==> src/hw/rtc_pkg.sv <==
// shared constants and enum types for the real-time clock block, imported by every rtc module
package rtc_pkg;

    // command bus decode
    localparam logic [10:0] rtc_addr = 11'h704;     // base of the 4-word command window
    localparam logic [10:0] rtc_mask = 11'h7fc;     // low two bits select the opcode

    // reference clock prescaler
    localparam int prediv_w = 5;                    // wide enough for rtc_mhz
    localparam logic [prediv_w-1:0] rtc_mhz = 5'd25; // refclk in MHz, edges per half usec

    // time limits
    localparam logic [19:0] usec_max = 20'd999999;  // last usec before seconds carry

    // status packet
    localparam logic [7:0] status_addr = 8'h31;     // first byte of each packet
    localparam int status_bytes = 9;                // addr, seq/alt, 4 sec, 3 usec

    // opcodes decoded from the unmasked address bits
    typedef enum logic [2:0] {
        set_usec   = 3'd0,                          // stage usec for next load
        set_sec    = 3'd1,                          // stage sec, enable, arm load
        set_corr   = 3'd2,                          // signed fine rate trim
        set_status = 3'd3                           // snapshot and status mode/seq
    } rtc_cmd_e;

    // command deserializer states, one per byte after AL
    typedef enum logic [2:0] {
        idle,                                       // waiting for cmd_stb with AL
        addr_hi,                                    // AH on the bus
        data0,                                      // D0, lsb
        data1,
        data2,
        data3                                       // D3, compare and issue we
    } deser_state_e;

    // status sender states
    typedef enum logic [1:0] {
        send_idle,                                  // ready for a snapshot
        send_wait,                                  // rq high until start
        send_bytes                                  // shifting payload bytes
    } send_state_e;

endpackage

==> src/hw/rtc_snap_if.sv <==
// snapshot bundle passed from the timer core to the status packet sender
`timescale 1ns/1ns

interface rtc_snap_if;
    logic        snap_stb;   // one cycle, new snapshot valid
    logic [1:0]  snap_mode;  // 0 means no status packet
    logic [5:0]  snap_seq;   // caller sequence tag
    logic [31:0] snap_sec;   // captured seconds
    logic [19:0] snap_usec;  // captured microseconds
    logic        snap_alt;   // flips on every snapshot

    modport timer (
        output snap_stb, snap_mode, snap_seq,
        output snap_sec, snap_usec, snap_alt
    );

    modport sender (
        input snap_stb, snap_mode, snap_seq,
        input snap_sec, snap_usec, snap_alt
    );
endinterface

==> src/hw/cmd_deser.sv <==
// byte-serial command receiver, turns the six-byte AL/AH/D0-D3 stream into one write pulse
`timescale 1ns/1ns

module cmd_deser import rtc_pkg::*; (
    input  logic        mclk,
    input  logic        rst,
    input  logic [7:0]  cmd_ad,   // AL AH D0 D1 D2 D3
    input  logic        cmd_stb,  // with AL only
    output rtc_cmd_e    opcode,
    output logic [31:0] data,
    output logic        we        // six cycles after cmd_stb
);

    deser_state_e state;
    logic [10:0]  addr_sr;        // {AH[2:0], AL}
    logic [23:0]  data_sr;        // D2 D1 D0
    logic         addr_hit;

    // match on the masked bits only
    assign addr_hit = ((addr_sr ^ rtc_addr) & rtc_mask) == 11'h000;

    always_ff @(posedge mclk or posedge rst) begin
        if (rst) begin
            state <= idle;
            we    <= 1'b0;
        end else begin
            we <= 1'b0;                      // single pulse
            case (state)
                idle: begin
                    if (cmd_stb) state <= addr_hi;
                end
                addr_hi: state <= data0;
                data0:   state <= data1;
                data1:   state <= data2;
                data2:   state <= data3;
                data3: begin
                    we    <= addr_hit;       // silent on a miss
                    state <= idle;
                end
                default: state <= idle;
            endcase
        end
    end

    // address and data capture
    always_ff @(posedge mclk) begin
        case (state)
            idle: begin
                if (cmd_stb) addr_sr[7:0] <= cmd_ad;
            end
            addr_hi: addr_sr[10:8] <= cmd_ad[2:0];  // upper AH bits unused
            data0, data1, data2: begin
                data_sr <= {cmd_ad, data_sr[23:8]}; // lsb first
            end
            data3: begin
                data   <= {cmd_ad, data_sr};
                opcode <= rtc_cmd_e'(3'(addr_sr & ~rtc_mask)); // offset in window
            end
            default: ;
        endcase
    end

endmodule

==> src/hw/rtc_timer.sv <==
// timer core, counts seconds and microseconds from refclk with a trimmed rate and takes snapshots
`timescale 1ns/1ns

module rtc_timer import rtc_pkg::*; (
    input  logic        mclk,
    input  logic        rst,
    input  logic        refclk,     // async, slower than mclk/2
    input  rtc_cmd_e    opcode,
    input  logic [31:0] data,
    input  logic        we,
    output logic [31:0] live_sec,
    output logic [19:0] live_usec,
    rtc_snap_if.timer   snap
);

    logic                wr_usec;
    logic                wr_sec;
    logic                wr_corr;
    logic                wr_status;
    logic [19:0]         wusec;       // staged usec
    logic [31:0]         wsec;        // staged sec
    logic [15:0]         corr;        // signed, 0x8000 is -1.0 of nominal
    logic [2:0]          ref_sync;    // refclk synchronizer
    logic                ref_edge;    // any refclk transition
    logic [prediv_w-1:0] pre_cntr;
    logic                tick;
    logic [3:0]          halfusec;    // one-hot running 0.5 us pipeline
    logic                enable_rtc;
    logic                pend_load;   // set_sec waiting for a boundary
    logic [24:0]         step;        // per half-usec increment
    logic [23:0]         acc;
    logic [24:0]         next_acc;
    logic                inc_usec;
    logic                usec_wrap;
    logic [19:0]         usec;
    logic [31:0]         sec;

    assign wr_usec   = we && (opcode == set_usec);
    assign wr_sec    = we && (opcode == set_sec);
    assign wr_corr   = we && (opcode == set_corr);
    assign wr_status = we && (opcode == set_status);

    assign tick     = enable_rtc && ref_edge && (pre_cntr == prediv_w'(1));
    assign next_acc = {1'b0, acc} + step;  // bit 24 is the usec carry

    assign live_sec  = sec;
    assign live_usec = usec;

    always_ff @(posedge mclk or posedge rst) begin
        if (rst) begin
            ref_sync   <= 3'b000;
            ref_edge   <= 1'b0;
            enable_rtc <= 1'b0;
            pend_load  <= 1'b0;
            pre_cntr   <= rtc_mhz;
            halfusec   <= 4'b0000;
            corr       <= 16'h0000;
            acc        <= 24'h000000;
            inc_usec   <= 1'b0;
            usec_wrap  <= 1'b0;
            usec       <= 20'h00000;
            sec        <= 32'h00000000;
        end else begin
            ref_sync <= {ref_sync[1:0], refclk};
            ref_edge <= ref_sync[2] ^ ref_sync[1]; // both edges count

            if (wr_corr) corr <= data[15:0];
            if (wr_sec)  enable_rtc <= 1'b1;       // stays on until reset

            // prescaler, 25 refclk edges per half usec
            if (!enable_rtc)   pre_cntr <= rtc_mhz;
            else if (ref_edge) pre_cntr <= tick ? rtc_mhz : pre_cntr - 1'b1;

            halfusec <= enable_rtc ? {halfusec[2:0], tick} : 4'b0000;

            if (wr_sec)           pend_load <= 1'b1;
            else if (halfusec[3]) pend_load <= 1'b0;

            // stage 1, accumulate and sample the wrap condition
            if (halfusec[1]) begin
                acc       <= next_acc[23:0];
                inc_usec  <= next_acc[24];
                usec_wrap <= (usec == usec_max);
            end

            // stage 3 load wins, stage 2 counts
            if (halfusec[3] && pend_load) begin
                usec <= wusec;
                sec  <= wsec;
                acc  <= 24'h000000;                // fresh phase after a set
            end else if (halfusec[2] && inc_usec) begin
                if (usec_wrap) begin
                    usec <= 20'h00000;
                    sec  <= sec + 1'b1;
                end else begin
                    usec <= usec + 1'b1;
                end
            end
        end
    end

    // stage 0, nominal half step 2^23 plus corr scaled to the same unit
    always_ff @(posedge mclk) begin
        if (halfusec[0]) step <= 25'h0800000 + {corr[15], corr, 8'h00};
    end

    // staged set values
    always_ff @(posedge mclk) begin
        if (wr_usec) wusec <= data[19:0];
        if (wr_sec)  wsec  <= data;
    end

    // snapshot strobe and alternating bit
    always_ff @(posedge mclk or posedge rst) begin
        if (rst) begin
            snap.snap_stb <= 1'b0;
            snap.snap_alt <= 1'b0;
        end else begin
            snap.snap_stb <= wr_status;
            if (wr_status) snap.snap_alt <= ~snap.snap_alt;
        end
    end

    // snapshot payload, same edge as snap_stb
    always_ff @(posedge mclk) begin
        if (wr_status) begin
            snap.snap_sec  <= sec;
            snap.snap_usec <= usec;
            snap.snap_mode <= data[7:6];
            snap.snap_seq  <= data[5:0];
        end
    end

endmodule

==> src/hw/status_sender.sv <==
// status packet sender, requests the bus for a snapshot and streams nine bytes after start
`timescale 1ns/1ns

module status_sender import rtc_pkg::*; (
    input  logic        mclk,
    input  logic        rst,
    input  logic        status_start,  // one cycle grant, address byte cycle
    output logic [7:0]  status_ad,
    output logic        status_rq,
    rtc_snap_if.sender  snap
);

    send_state_e state;
    logic [63:0] pkt;                  // remaining eight bytes, lsb byte next
    logic [3:0]  byte_cnt;             // bytes already sent incl address

    // address byte only in the start cycle, zero when nothing in flight
    assign status_ad = (state == send_bytes)                 ? pkt[7:0]    :
                       (state == send_wait && status_start)  ? status_addr :
                                                               8'h00;

    always_ff @(posedge mclk or posedge rst) begin
        if (rst) begin
            state     <= send_idle;
            status_rq <= 1'b0;
            byte_cnt  <= 4'd0;
        end else begin
            case (state)
                send_idle: begin
                    if (snap.snap_stb && (snap.snap_mode != 2'b00)) begin
                        state     <= send_wait;
                        status_rq <= 1'b1;
                    end
                end
                send_wait: begin
                    if (status_start) begin
                        state     <= send_bytes;
                        status_rq <= 1'b0;  // drops right after start
                        byte_cnt  <= 4'd1;
                    end
                end
                send_bytes: begin
                    if (byte_cnt == 4'(status_bytes - 1)) begin
                        state <= send_idle; // last usec byte out
                    end else begin
                        byte_cnt <= byte_cnt + 1'b1;
                    end
                end
                default: state <= send_idle;
            endcase
        end
    end

    // latch in idle only, later snapshots are dropped until done
    always_ff @(posedge mclk) begin
        if (state == send_idle && snap.snap_stb) begin
            pkt <= {4'h0, snap.snap_usec,          // 3 usec bytes, top nibble 0
                    snap.snap_sec,                 // 4 sec bytes
                    snap.snap_seq, 1'b0, snap.snap_alt};
        end else if (state == send_bytes) begin
            pkt <= {8'h00, pkt[63:8]};
        end
    end

endmodule

==> src/hw/rtc_top.sv <==
// top of the real-time clock block, wires command receiver, timer core and status sender
`timescale 1ns/1ns

module rtc_top import rtc_pkg::*; (
    input  logic        mclk,
    input  logic        rst,
    input  logic        refclk,        // reference, < mclk/2
    input  logic [7:0]  cmd_ad,
    input  logic        cmd_stb,
    input  logic        status_start,
    output logic [7:0]  status_ad,
    output logic        status_rq,
    output logic [31:0] live_sec,
    output logic [19:0] live_usec
);

    rtc_cmd_e    cmd_opcode;
    logic [31:0] cmd_data;
    logic        cmd_we;

    rtc_snap_if snap_if_i ();          // timer to sender

    cmd_deser cmd_deser_i (
        .mclk    (mclk),
        .rst     (rst),
        .cmd_ad  (cmd_ad),
        .cmd_stb (cmd_stb),
        .opcode  (cmd_opcode),
        .data    (cmd_data),
        .we      (cmd_we)
    );

    rtc_timer rtc_timer_i (
        .mclk      (mclk),
        .rst       (rst),
        .refclk    (refclk),
        .opcode    (cmd_opcode),
        .data      (cmd_data),
        .we        (cmd_we),
        .live_sec  (live_sec),
        .live_usec (live_usec),
        .snap      (snap_if_i.timer)
    );

    status_sender status_sender_i (
        .mclk         (mclk),
        .rst          (rst),
        .status_start (status_start),
        .status_ad    (status_ad),
        .status_rq    (status_rq),
        .snap         (snap_if_i.sender)
    );

endmodule

==> config.mk <==
export PLATFORM = sky130hd
export DESIGN_NAME = rtc_top
export DESIGN_NICKNAME = d
export VERILOG_FILES = /design/src/hw/rtc_pkg.sv /design/src/hw/rtc_snap_if.sv /design/src/hw/cmd_deser.sv /design/src/hw/rtc_timer.sv /design/src/hw/status_sender.sv /design/src/hw/rtc_top.sv
export SDC_FILE = /design/constraint.sdc
export NUM_CORES = 1
export LEC_CHECK = 0
export BUFFER_PORTS_ARGS = -buffer_cell sky130_fd_sc_hd__buf_2
export CORE_MARGIN = 1.5
export CORE_UTILIZATION = 50
export DETAILED_ROUTE_END_ITERATION = 12
export PLACE_DENSITY_LB_ADDON = 0.12
export SLEW_MARGIN = 30
export SYNTH_ARGS = -nofsm -noshare
export SYNTH_HDL_FRONTEND = slang
export SYNTH_HIERARCHICAL = 1
export SYNTH_SLANG_ARGS = --single-unit
==> constraint.sdc <==
create_clock -name mclk -period 4 [get_ports mclk]
set_input_delay 1.2 -clock mclk [delete_from_list [all_inputs] [get_ports mclk]]
set_output_delay 1.2 -clock mclk [all_outputs]
set_load 0.02 [all_outputs]
* Word level (Yosys, flattened, before mapping) *
Index checks and enable logic that the tools add are counted.

word-level totals
  word-level logic and storage cells = 121
  register bits after elaboration = 388
  input bits = 13
  output and inout bits = 61

cells by class
  bitwise logic cells = 3
  muxes and demuxes = 31
  $add $sub $neg = 6
  equal/unequal tests = 19
  reduce and logical (&&, ||, !) cells = 29

operators by type and width
  operator                count
  $mux 60                 2
  $mux 32                 3
  $mux 20                 3
  $mux 24                 2
  $add 32x1->32 const B   1
  $add 24x25->25          1
  $add 24x25->25 const A  1
  $add 20x1->20 const B   1
  $eq 20x20->1 const B    1
  $reduce_bool 2->1       8
  $mux 5                  3
  $pmux 3 s5              1
  $mux 4                  3
  $logic_and 1x1->1       11
  $logic_not 11->1        1
  $reduce_and 3->1        3
  $mux 8                  1
  $ne 2x2->1 const B      4
  $pmux 4 s2              1
  $eq 2x2->1 const B      3
  $eq 3x2->1 const B      2
  $eq 3x3->1 const B      2
  $logic_not 3->1         2
  $mux 2                  3
  18 further kinds        25

* Depth between registers and ports, before layout *
Gate-level depths: netlist of run 1.

  depth after elaboration = 5
  depth in mapped cells = 8
  depth with buffers taken out = 8

* Modules after synthesis *
The synthesis of run 1 kept the hierarchy.

by module, submodules not included
  module         area each (µm²)  cells an instance  seq. area each (µm²)  instances
  rtc_timer      9,641.7          749                6,424.9               1
  status_sender  2,834.0          181                1,966.9               1
  cmd_deser      2,306.0          93                 2,172.1               1

* Worst setup path after synthesis of run 1 *
Ideal clock, no wire load.

  kind = input-to-output
  from = input status_start
  to = output status_ad[0]
  arrival time = 1,603 ps
  stages on the path = 2
  path slack = 1,197 ps
  cells stage by stage = nand3b_1 > nand2_1

on the way
  longest elaborated chain between the ends = 3

RTL lines
  element             RTL line             source
  start: declaration  rtc_top.sv:10        input logic status_start,
  $logic_and 1x1->1   status_sender.sv:19  (state == send_wait && status_start) ? status_addr :
  $mux 6              status_sender.sv:19
  $mux 8              status_sender.sv:18  assign status_ad = (state == send_bytes) ? pkt[7:0] :
  end: declaration    rtc_top.sv:11        output logic [7:0] status_ad,

Every way passes these cells.

* Worst setup path after layout of run 1 *
Same ends and word-level chain as after synthesis.

==> results by group, run 1 <==
Layout
  • Non-filler cells in the finished layout: 1526
  • Total non-filler cell area in the finished layout: 16800 µm²
  • Diode count: 0
  • Core Util, Final: 58.1%
  • Net count reported at finish: 1147
  • Layout area overhead: 13.8%
  • Layout cells sized above 1: 15.6%

Critical path
  • Type of the setup path with the least slack: input port to output pin
  • Arrival time at the worst endpoint: 1850 ps
  • Kind of start point of the critical path: input port
  • Critical R2R Capture: status_sender_i/pkt[15]
  • Cell with the most instances on the worst path: sky130_fd_sc_hd__buf_2
  • Worst r2r src: status_sender_i/state[0]
  • Maximum fanout count along the critical path: 9
  • R2r worst-path depth: 4
  • Required time reported for the critical path endpoint: 2800 ps
  • Critical path's slowest cell: sky130_fd_sc_hd__nand3b_1
  • Crit. End Element: output pin
  • Cells along the critical path: buf_2 > nand3b_1 > nand2_1 > buf_2
  • Largest incremental delay on the critical path: 240 ps
  • Internal reg-to-reg setup slack: 1520 ps

STA
  • Shortest period the worst path allows: 3050 ps
  • Final-report max-slew violation count: 0
  • # setup viols final: 0
  • Final sum of negative setup slack: 0 ps
  • RSZ-0062 raised after global routing: no
  • Slew at the pin closest to its max-slew limit: 789 ps
  • Maximum clock frequency: 0.328 GHz
  • Worst max-slew margin expressed relative to the limit: 47.4%
  • Final Cycle Share: 76.3%
  • Count of endpoints failing hold in the final timing report: 0
  • Worst Skew: 8.82 ps

Power and ir drop
  • VDD IR-drop max: 0.000282 V
  • Power density over cell area: 494 nW/µm²
  • Leak: 0.00651 µW

Global route
  • Via count of the first global-routing pass: 8335
  • Total routing usage reported by global routing: 20.3%
  • Initial antenna violation count: 0
  • Wire length of the first global-routing pass: 47600 µm
  • Maximum number of pins on one net before global-route repair: 71
  • Global route total overflow: 0

Worst hold path
  • Source of the worst hold timing path: rtc_timer_i/ref_sync[0]
  • Hold Path Cell Cnt: 0
  • Path class of the lowest-slack min-delay path: register to register
  • Worst hold endpoint: rtc_timer_i/ref_sync[1]

Synthesis
  • Top flip-flop cell by instance count after synthesis: sky130_fd_sc_hd__edfxtp_1
  • Most repeated cell in the gate-level netlist after synthesis: sky130_fd_sc_hd__edfxtp_1
  • Average instance area after synthesis: 14.4 µm²
  • Largest cells by area after synthesis: sky130_fd_sc_hd__edfxtp_1 (52%), sky130_fd_sc_hd__dfrtp_1 (19%), sky130_fd_sc_hd__a22o_1 (3.1%)
  • Number of enable flip-flop cells after synthesis: 256
  • Top cells by instance count after synthesis: sky130_fd_sc_hd__edfxtp_1 (256), sky130_fd_sc_hd__dfrtp_1 (111), sky130_fd_sc_hd__nand2_1 (105)
  • Number of nets in the synthesized netlist: 1059
  • Seq/Total Area, Yosys: 71.5%
  • Share of flip-flops with an asynchronous set or reset: 30.7%
  • Cell Area, Synth: 14800 µm²
  • Top-area cell type share of the netlist area: 52.0%
  • Flip-flop and latch count after synthesis: 371
  • Number of distinct library cells after synthesis: 68
  • Library cell with the largest summed area after synthesis: sky130_fd_sc_hd__edfxtp_1
  • Number of synthesis warnings: 6
  • Gate count after technology mapping: 1023

Routing
  • Post-route DRC: 0
  • Total number of vias: 8539
  • 1st-pass router iterations: 5
  • Number of DRC markers after the initial detailed-route iteration: 655
  • Routed wirelength normalized by instance count: 20.0 µm
  • Number of vias per cell: 5.60
  • Antenna Nets Post-Route: 0
  • Total length of routed wires: 30500 µm

Clock network
  • Clock transition at the register clock pins on the worst setup and hold paths after CTS: 50 ps
  • Sink Count: 371
  • Deepest level of the CTS H-tree: 2
  • Root Driver: sky130_fd_sc_hd__clkbuf_16
  • TritonCTS clock tree: yes
  • Post-CTS Setup Inserts: 0
  • Insertion delay to the later sink of the worst-skew pair: 520 ps
  • Num CTS Buffers: 39
  • Largest buffer count on any clock path: 3
  • Resized Gates After CTS: 0
  • # hold bufs at CTS: 0

Job
  • Max-capacitance violation count: 0

Placed design
  • Area of placed instances: 15500 µm²
  • DP Wirelength: 20000 µm
  • Final RePlAce weighted congestion: 0.797
  • Count of port buffers added during placement: 73
  • Placed insts: 1454

Floorplan
  • Width of the die: 175 µm
  • Number of top-level pins: 74
  • Chip Height: 175 µm
  • Effective utilization at floorplan: 51.1%
  • Overall die area: 30600 µm²
  • Number of cell rows: 62
  • Core region area: 28900 µm²

Status
  • Outcome: finished clean
-- power breakdown --
part / switching, µW / internal (µW) / total (µW) / leakage (µW)
combinational: 144 / 49.4 / 193 / 0.00193
clock: 1430 / 2150 / 3580 / 0.000615
sequential: 124 / 4400 / 4530 / 0.00397
-- layout by cell type, fill, tap and decap left out, drive strengths merged, types with 9 or more instances in the layout --
cell    instances
nor4           10
xnor2          25
a22o           52
nand2         105
nand3          22
o21ai          73
dfrtp         111
nor3b          10
edfxtp        256
a21oi          31
nor2           33
nor3           12
mux2           17
xor2           26
buf            87
and2           19
ha             22
clkbuf         56
and3            9
nand4          19
inv            29
o211ai          9
-- critical path: cells and delay by family --
kind	cells	cell delay, ps
buf+inv	2	250
simple gates	2	390
-- how the worst max path moves through the flow --
stage,from,end,slack [ps]
global route,status_start,status_ad[0],880
finish,status_start,status_ad[0],950
CTS,status_start,status_ad[0],930
global placement,status_start,status_ad[0],980
floorplan,rst,rtc_timer_i/acc[10],100
detailed placement,status_start,status_ad[0],930
-- per-stage QoR --
step	setup slack [ps]	hold WS (ps)	total power, µW
2_1_floorplan	101	331	4680
3_3_place_gp	983	333	4800
3_5_place_dp	934	338	4810
4_1_cts	932	360	8390
5_1_grt	876	366	8580
6_report	949	353	8300
-- kinds of logic after synthesis --
family                   share of synthesized area (%)
AND/OR/NAND/NOR                                   10.1
buffers and inverters                             2.19
multiplexers                                      1.84
flip-flops                                        71.5
XOR/XNOR                                          3.02
adder cells (fa/ha/maj)                           2.00
AO/OA/AOI/OAI                                     9.37
other                                           0.0254
-- layer usage --
| metal | track usage (%) | wire, µm | up-vias |
|---|---|---|---|
| li1 | - | - | 4013 |
| met1 | 28.9 | 14000 | 4289 |
| met2 | 32.2 | 14300 | 186 |
| met3 | 3.35 | 1260 | 51 |
| met4 | 6.52 | 835 | 0 |
| met5 | 0 | 0 | - |
-- registers in the layout, indices dropped and copies added (netlist names), 20 cells and up --
signal,cells
rtc_timer_i/snap.snap_usec,20
rtc_timer_i/wusec,20
rtc_timer_i/live_sec,32
rtc_timer_i/wsec,32
cmd_deser_i/data_sr,24
cmd_deser_i/data,32
rtc_timer_i/snap.snap_sec,32
status_sender_i/pkt,60
rtc_timer_i/live_usec,20
-- layout make-up --
type                            count  area (µm²)
Clock buffer                       56        1080
Clock inverter                     16         199
Fill cell                        2273       12100
Inverter                           27         104
Multi-Input combinational cell    585        3910
Sequential cell                   371       10600
Tap cell                          384         480
Timing Repair Buffer               87         483
(Power assumes the default switching activity.)
==> run 2: changes to the inputs <==
Clock period 4 ns to 3.2 ns, I/O delays scaled along.
==> run 2 against run 1 <==
  * Hold slack lost 0.74 ps
  * Total power grew 27%
  * Register-to-register slack lost 680 ps
  * Critical path type is now register to output pin
  * Largest power group unchanged
==> results by group, run 2 (synthesis gave the netlist of run 1 again) <==
Status
  • Outcome: finished clean (unchanged)

STA
  • # setup viols final: 0 (unchanged)
  • Count of endpoints failing hold in the final timing report: 0 (unchanged)
  • Maximum clock frequency: 0.366 GHz
  • Slew at the pin closest to its max-slew limit: 819 ps (was 789 ps)
  • Final Cycle Share: 85.4%
  • Worst max-slew margin expressed relative to the limit: 45.4% (was 47.4%)
  • Worst Skew: 14.4 ps (was 8.82 ps)
  • RSZ-0062 raised after global routing: no (unchanged)
  • Final sum of negative setup slack: 0 ps (unchanged)
  • Shortest period the worst path allows: 2730 ps
  • Final-report max-slew violation count: 0 (unchanged)

Global route
  • Maximum number of pins on one net before global-route repair: 62 (was 71)
  • Via count of the first global-routing pass: 8332 (was 8335)
  • Initial antenna violation count: 1 (was 0)
  • Total routing usage reported by global routing: 20.6% (was 20.3%)
  • Global route total overflow: 0 (unchanged)
  • Wire length of the first global-routing pass: 48300 µm (was 47600 µm)

Routing
  • Routed met3 length: 1180 µm (was 1260 µm)
  • Total length of routed wires: 30600 µm (was 30500 µm)
  • Total number of vias: 8497 (was 8539)
  • 1st-pass router iterations: 5 (unchanged)
  • Highest routed metal layer: met4 (unchanged)
  • Post-route DRC: 0 (unchanged)
  • Number of vias per cell: 5.54 (was 5.60)
  • Antenna Nets Post-Route: 0 (unchanged)
  • Number of DRC markers after the initial detailed-route iteration: 579 (was 655)
  • DR WL met2: 14500 µm (was 14300 µm)
  • Metal1 wirelength: 14000 µm (about the same)
  • Routed wirelength normalized by instance count: 20.0 µm (about the same)

Layout
  • Net count reported at finish: 1153 (was 1147)
  • Top reg by flops: status_sender_i/pkt (unchanged)
  • Max reg flops: 60 (unchanged)
  • Core Util, Final: 58.4% (was 58.1%)
  • Layout area overhead: 14.4% (was 13.8%)
  • Most frequent cells in the layout: sky130_fd_sc_hd__edfxtp_1 (256), sky130_fd_sc_hd__dfrtp_1 (111), sky130_fd_sc_hd__nand2_1 (105) (unchanged)
  • Commonest non-fill, non-tap cell in the layout: sky130_fd_sc_hd__edfxtp_1 (unchanged)
  • Diode count: 0 (unchanged)
  • Layout cells sized above 1: 16.3% (was 15.6%)

Floorplan
  • Width of the die: 175 µm (unchanged)
  • Number of top-level pins: 74 (unchanged)
  • Chip Height: 175 µm (unchanged)
  • Number of cell rows: 62 (unchanged)
  • Effective utilization at floorplan: 51.1% (unchanged)
  • Core region area: 28900 µm² (unchanged)
  • Overall die area: 30600 µm² (unchanged)

Placed design
  • DP Wirelength: 20500 µm (was 20000 µm)
  • Final RePlAce weighted congestion: 0.830 (was 0.797)
  • Count of port buffers added during placement: 73 (unchanged)

Critical path
  • Largest incremental delay on the critical path: 450 ps (was 240 ps)
  • Type of the setup path with the least slack: register to output pin (was input port to output pin)
  • Required time reported for the critical path endpoint: 2240 ps (was 2800 ps)
  • Maximum fanout count along the critical path: 20 (was 9)
  • Crit path buffers/inverters: 1 (was 2)
  • Kind of cell with the highest combined delay on the critical path: simple AND/OR/NAND/NOR gates (unchanged)
  • Cells along the critical path: nor2b_4 > nand2_1 > nand2_1 > buf_2 (was buf_2 > nand3b_1 > nand2_1 > buf_2)
  • Arrival time at the worst endpoint: 1770 ps (was 1850 ps)
  • Kind of start point of the critical path: register (was input port)
  • Critical path's slowest cell: sky130_fd_sc_hd__nor2b_4 (was sky130_fd_sc_hd__nand3b_1)
  • Internal reg-to-reg setup slack: 840 ps (was 1520 ps)
  • Crit. End Element: output pin (unchanged)
  • Cell with the most instances on the worst path: sky130_fd_sc_hd__nand2_1 (was sky130_fd_sc_hd__buf_2)

Clock network
  • Resized Gates After CTS: 0 (unchanged)
  • Sink Count: 371 (unchanged)
  • Num CTS Buffers: 40 (was 39)
  • # hold bufs at CTS: 0 (unchanged)
  • TritonCTS clock tree: yes (unchanged)
  • Clock transition at the register clock pins on the worst setup and hold paths after CTS: 60 ps (was 50 ps)
  • Insertion delay to the later sink of the worst-skew pair: 530 ps (was 520 ps)
  • Root Driver: sky130_fd_sc_hd__clkbuf_16 (unchanged)
  • Post-CTS Setup Inserts: 0 (unchanged)
  • Deepest level of the CTS H-tree: 2 (unchanged)
  • Largest buffer count on any clock path: 3 (unchanged)

Power and ir drop
  • Power density over cell area: 621 nW/µm² (was 494 nW/µm²)
  • VDD IR-drop max: 0.000459 V (was 0.000282 V)
  • Leak: 0.00656 µW (was 0.00651 µW)

Worst hold path
  • Path class of the lowest-slack min-delay path: register to register (unchanged)

Job
  • Max-capacitance violation count: 0 (unchanged)
==> run 2: cell types whose count changed in the layout (fill, tap and decap cells not counted) <==
cell | before | now
sky130_fd_sc_hd__buf_4 | 13 | 18
sky130_fd_sc_hd__clkbuf_1 | 14 | 12
sky130_fd_sc_hd__clkbuf_16 | 40 | 42
sky130_fd_sc_hd__clkinv_2 | 3 | 5
sky130_fd_sc_hd__clkinv_4 | 0 | 2
sky130_fd_sc_hd__clkinvlp_4 | 2 | 3
sky130_fd_sc_hd__inv_4 | 1 | 0
sky130_fd_sc_hd__inv_6 | 2 | 0
==> run 2: area by class of cell <==
type	count	area (µm²)
sequential	371	10600
multi-input combinational	585	3910
inverter	27	105
tap	384	480
fill	2311	12000
clock inverter	18	209
timing repair buffer	92	520
clock buffer	56	1120
==> run 2: through the flow <==
| step | std cells | cell area [µm²] | total power (µW) | hold WS (ps) | worst slack [ps] |
|---|---|---|---|---|---|
| global route | 1533 | 16900 | 10900 | 354 | 338 |
| finish | 1533 | 16900 | 10500 | 352 | 469 |
| floorplan | 1023 | 14800 | 5860 | 331 | 580 |
| CTS | 1533 | 16900 | 10600 | 355 | 434 |
| detailed placement | 1459 | 15600 | 6020 | 341 | 632 |
| global placement | 1459 | 15600 | 6000 | 337 | 652 |
==> run 2: path summary, 6_finish.rpt <==
path | from | depth (start not counted) | end
min | rtc_timer_i/ref_sync[0] | 0 | rtc_timer_i/ref_sync[1]
min reg2reg | rtc_timer_i/ref_sync[0] | 0 | rtc_timer_i/ref_sync[1]
max | status_sender_i/state[1] | 4 | status_ad[0]
max reg2reg | rtc_timer_i/usec_wrap | 5 | rtc_timer_i/live_sec[28]
min in group asynchronous | rst | 2 | cmd_deser_i/we
max in group asynchronous | rst | 3 | rtc_timer_i/acc[8]
==> run 2: power by group <==
part / total (µW) / leakage, µW / internal, µW / switching (µW)
logic: 243 / 0.00195 / 60.3 / 183
clock network: 4600 / 0.000644 / 2790 / 1810
registers: 5660 / 0.00397 / 5500 / 159
total: 10500 / 0.00656 / 8350 / 2150
==> run 2: layer usage <==
metal,track usage (%),up-vias
met5,0,-
met4,7.16,0
met3,3.22,53
met2,32.6,169
met1,29.2,4256
li1,-,4019
==> run 3: changes to the inputs <==
Settings changed: PLACE_DENSITY set to 0.74, PLACE_DENSITY_LB_ADDON 0.12 to not set.
==> run 3 against run 2 <==
  * Utilization down 0.25 points
  * Maximum frequency up 0.15%
  * Total power down 2.4%
  * Worst setup slack better by 4.2 ps
  * Die area unchanged
  * Final area down 0.42%
  * Sequential power about the same
  * Wire length down 0.33%
  * Final cell count down 0.26%
  * Clock power down 5.4%
  * Clock skew down 3.3 ps
  * Hold slack about the same
  * Critical endpoint unchanged
  * Largest cell class unchanged
  * Highest routed layer unchanged
==> results by group, run 3 (synthesis gave the netlist of run 1 again) <==
Global route
  • Maximum number of pins on one net before global-route repair: 62 (unchanged)
  • Wire length of the first global-routing pass: 47800 µm (was 48300 µm)
  • Via count of the first global-routing pass: 8529 (was 8332)
  • Global route total overflow: 0 (unchanged)
  • Initial antenna violation count: 0 (was 1)
  • Total routing usage reported by global routing: 20.3% (was 20.6%)

Clock network
  • Num CTS Buffers: 38 (was 40)
  • TritonCTS clock tree: yes (unchanged)
  • Root Driver: sky130_fd_sc_hd__clkbuf_16 (unchanged)
  • Insertion delay to the later sink of the worst-skew pair: 510 ps (was 530 ps)
  • Deepest level of the CTS H-tree: 2 (unchanged)
  • # hold bufs at CTS: 0 (unchanged)
  • Sink Count: 371 (unchanged)
  • Post-CTS Setup Inserts: 0 (unchanged)
  • Largest buffer count on any clock path: 3 (unchanged)
  • Resized Gates After CTS: 0 (unchanged)
  • Clock transition at the register clock pins on the worst setup and hold paths after CTS: 60 ps (about the same)

Floorplan
  • Width of the die: 175 µm (unchanged)
  • Effective utilization at floorplan: 51.1% (unchanged)
  • Core region area: 28900 µm² (unchanged)
  • Number of cell rows: 62 (unchanged)
  • Number of top-level pins: 74 (unchanged)
  • Overall die area: 30600 µm² (unchanged)
  • Chip Height: 175 µm (unchanged)

STA
  • Final hold slack: 352 ps (about the same)
  • Final Cycle Share: 85.2% (was 85.4%)
  • Slew at the pin closest to its max-slew limit: 801 ps (was 819 ps)
  • Final-report max-slew violation count: 0 (unchanged)
  • Worst Skew: 11.2 ps (was 14.4 ps)
  • Shortest period the worst path allows: 2730 ps (about the same)
  • Worst max-slew margin expressed relative to the limit: 46.5% (was 45.4%)
  • RSZ-0062 raised after global routing: no (unchanged)
  • Maximum clock frequency: 0.367 GHz (was 0.366 GHz)
  • Final sum of negative setup slack: 0 ps (unchanged)
  • Count of endpoints failing hold in the final timing report: 0 (unchanged)
  • # setup viols final: 0 (unchanged)

Critical path
  • Internal reg-to-reg setup slack: 810 ps (was 840 ps)
  • Crit path buffers/inverters: 1 (unchanged)
  • Arrival time at the worst endpoint: 1770 ps (about the same)
  • Type of the setup path with the least slack: register to output pin (unchanged)
  • Required time reported for the critical path endpoint: 2240 ps (about the same)
  • Cell with the most instances on the worst path: sky130_fd_sc_hd__nand2_1 (unchanged)
  • Kind of cell with the highest combined delay on the critical path: simple AND/OR/NAND/NOR gates (unchanged)
  • Critical path's slowest cell: sky130_fd_sc_hd__dfrtp_1 (was sky130_fd_sc_hd__nor2b_4)
  • Cells along the critical path: nor2b_4 > nand2_1 > nand2_1 > buf_2 (unchanged)
  • Largest incremental delay on the critical path: 460 ps (was 450 ps)
  • Kind of start point of the critical path: register (unchanged)
  • Maximum fanout count along the critical path: 22 (was 20)
  • Critical R2R Capture: rtc_timer_i/live_usec[12] (was rtc_timer_i/live_sec[28])
  • Worst r2r src: rtc_timer_i/inc_usec (was rtc_timer_i/usec_wrap)
  • Crit. End Element: output pin (unchanged)
  • R2r worst-path depth: 5 (unchanged)

Layout
  • Commonest non-fill, non-tap cell in the layout: sky130_fd_sc_hd__edfxtp_1 (unchanged)
  • Filler cell count in the final layout: 2203 (was 2311)
  • Most frequent cells in the layout: sky130_fd_sc_hd__edfxtp_1 (256), sky130_fd_sc_hd__dfrtp_1 (111), sky130_fd_sc_hd__nand2_1 (105) (unchanged)
  • Area used by multi-input combinational logic: 3910 µm² (unchanged)
  • Net count reported at finish: 1152 (was 1153)
  • Layout area overhead: 13.9% (was 14.4%)
  • Top reg by flops: status_sender_i/pkt (unchanged)
  • Diode count: 0 (unchanged)
  • Max reg flops: 60 (unchanged)
  • Layout cells sized above 1: 16.0% (was 16.3%)
  • Sequential standard cell area: 10600 µm² (unchanged)

Routing
  • Number of vias per cell: 5.67 (was 5.54)
  • Routed wirelength normalized by instance count: 20.0 µm (about the same)
  • Post-route DRC: 0 (unchanged)
  • Antenna Nets Post-Route: 0 (unchanged)
  • Number of DRC markers after the initial detailed-route iteration: 769 (was 579)
  • 1st-pass router iterations: 5 (unchanged)
  • Total length of routed wires: 30500 µm (was 30600 µm)
  • Total number of vias: 8662 (was 8497)

Placed design
  • DP Wirelength: 20500 µm (about the same)
  • Count of port buffers added during placement: 73 (unchanged)
  • Final RePlAce weighted congestion: 0.852 (was 0.830)

Job
  • Max-capacitance violation count: 0 (unchanged)

Power and ir drop
  • VDD IR-drop max: 0.000356 V (was 0.000459 V)
  • Power density over cell area: 609 nW/µm² (was 621 nW/µm²)
  • Leak: 0.00653 µW (was 0.00656 µW)

Worst hold path
  • Worst hold endpoint: rtc_timer_i/ref_sync[1] (unchanged)
  • Source of the worst hold timing path: rtc_timer_i/ref_sync[0] (unchanged)
  • Path class of the lowest-slack min-delay path: register to register (unchanged)
  • Hold Path Cell Cnt: 0 (unchanged)

Status
  • Outcome: finished clean (unchanged)
run 3: area by class of cell:
class | count | area share [%]
Inverter | 27 | 0.624
Sequential cell | 371 | 62.7
Tap cell | 384 | 2.85
Timing Repair Buffer | 93 | 3.21
Multi-Input combinational cell | 585 | 23.2
Clock buffer | 56 | 6.47
Clock inverter | 13 | 0.899
run 3: power breakdown:
| part | switching [µW] | internal [µW] | total (µW) |
|---|---|---|---|
| Combinational | 179 | 63.4 | 243 |
| Sequential | 158 | 5500 | 5660 |
| Clock | 1730 | 2610 | 4350 |
| Total | 2070 | 8180 | 10300 |
run 3: through the flow:
step                setup slack (ps)  util [%]  instance area, µm²  std cells  total power (µW)
floorplan                        580         -               14800       1023              5860
global placement                 664      53.9               15600       1460              5990
detailed placement               648      53.9               15600       1460              6010
CTS                              446      58.2               16800       1529             10300
global route                     343      58.2               16800       1529             10600
finish                           473      58.2               16800       1529             10300
run 3: how the worst max path moves through the flow:
stage                              from                endpoint  slack, ps  depth (start not counted)
2_1_floorplan  status_sender_i/state[0]  status_sender_i/pkt[0]        580                          2
3_3_place_gp               status_start            status_ad[0]        660                          4
3_5_place_dp               status_start            status_ad[0]        650                          4
4_1_cts        status_sender_i/state[1]            status_ad[0]        450                          4
5_1_grt        status_sender_i/state[1]            status_ad[0]        340                          4
6_report       status_sender_i/state[0]            status_ad[0]        470                          4
run 3: routing by layer:
metal  track usage [%]  routed length [µm]  up-vias
met5                 0                   0        -
met4              7.76                1010        0
met3              3.42                1610       60
met2              33.1               14900      284
met1              27.5               13100     4301
li1                  -                   -     4017
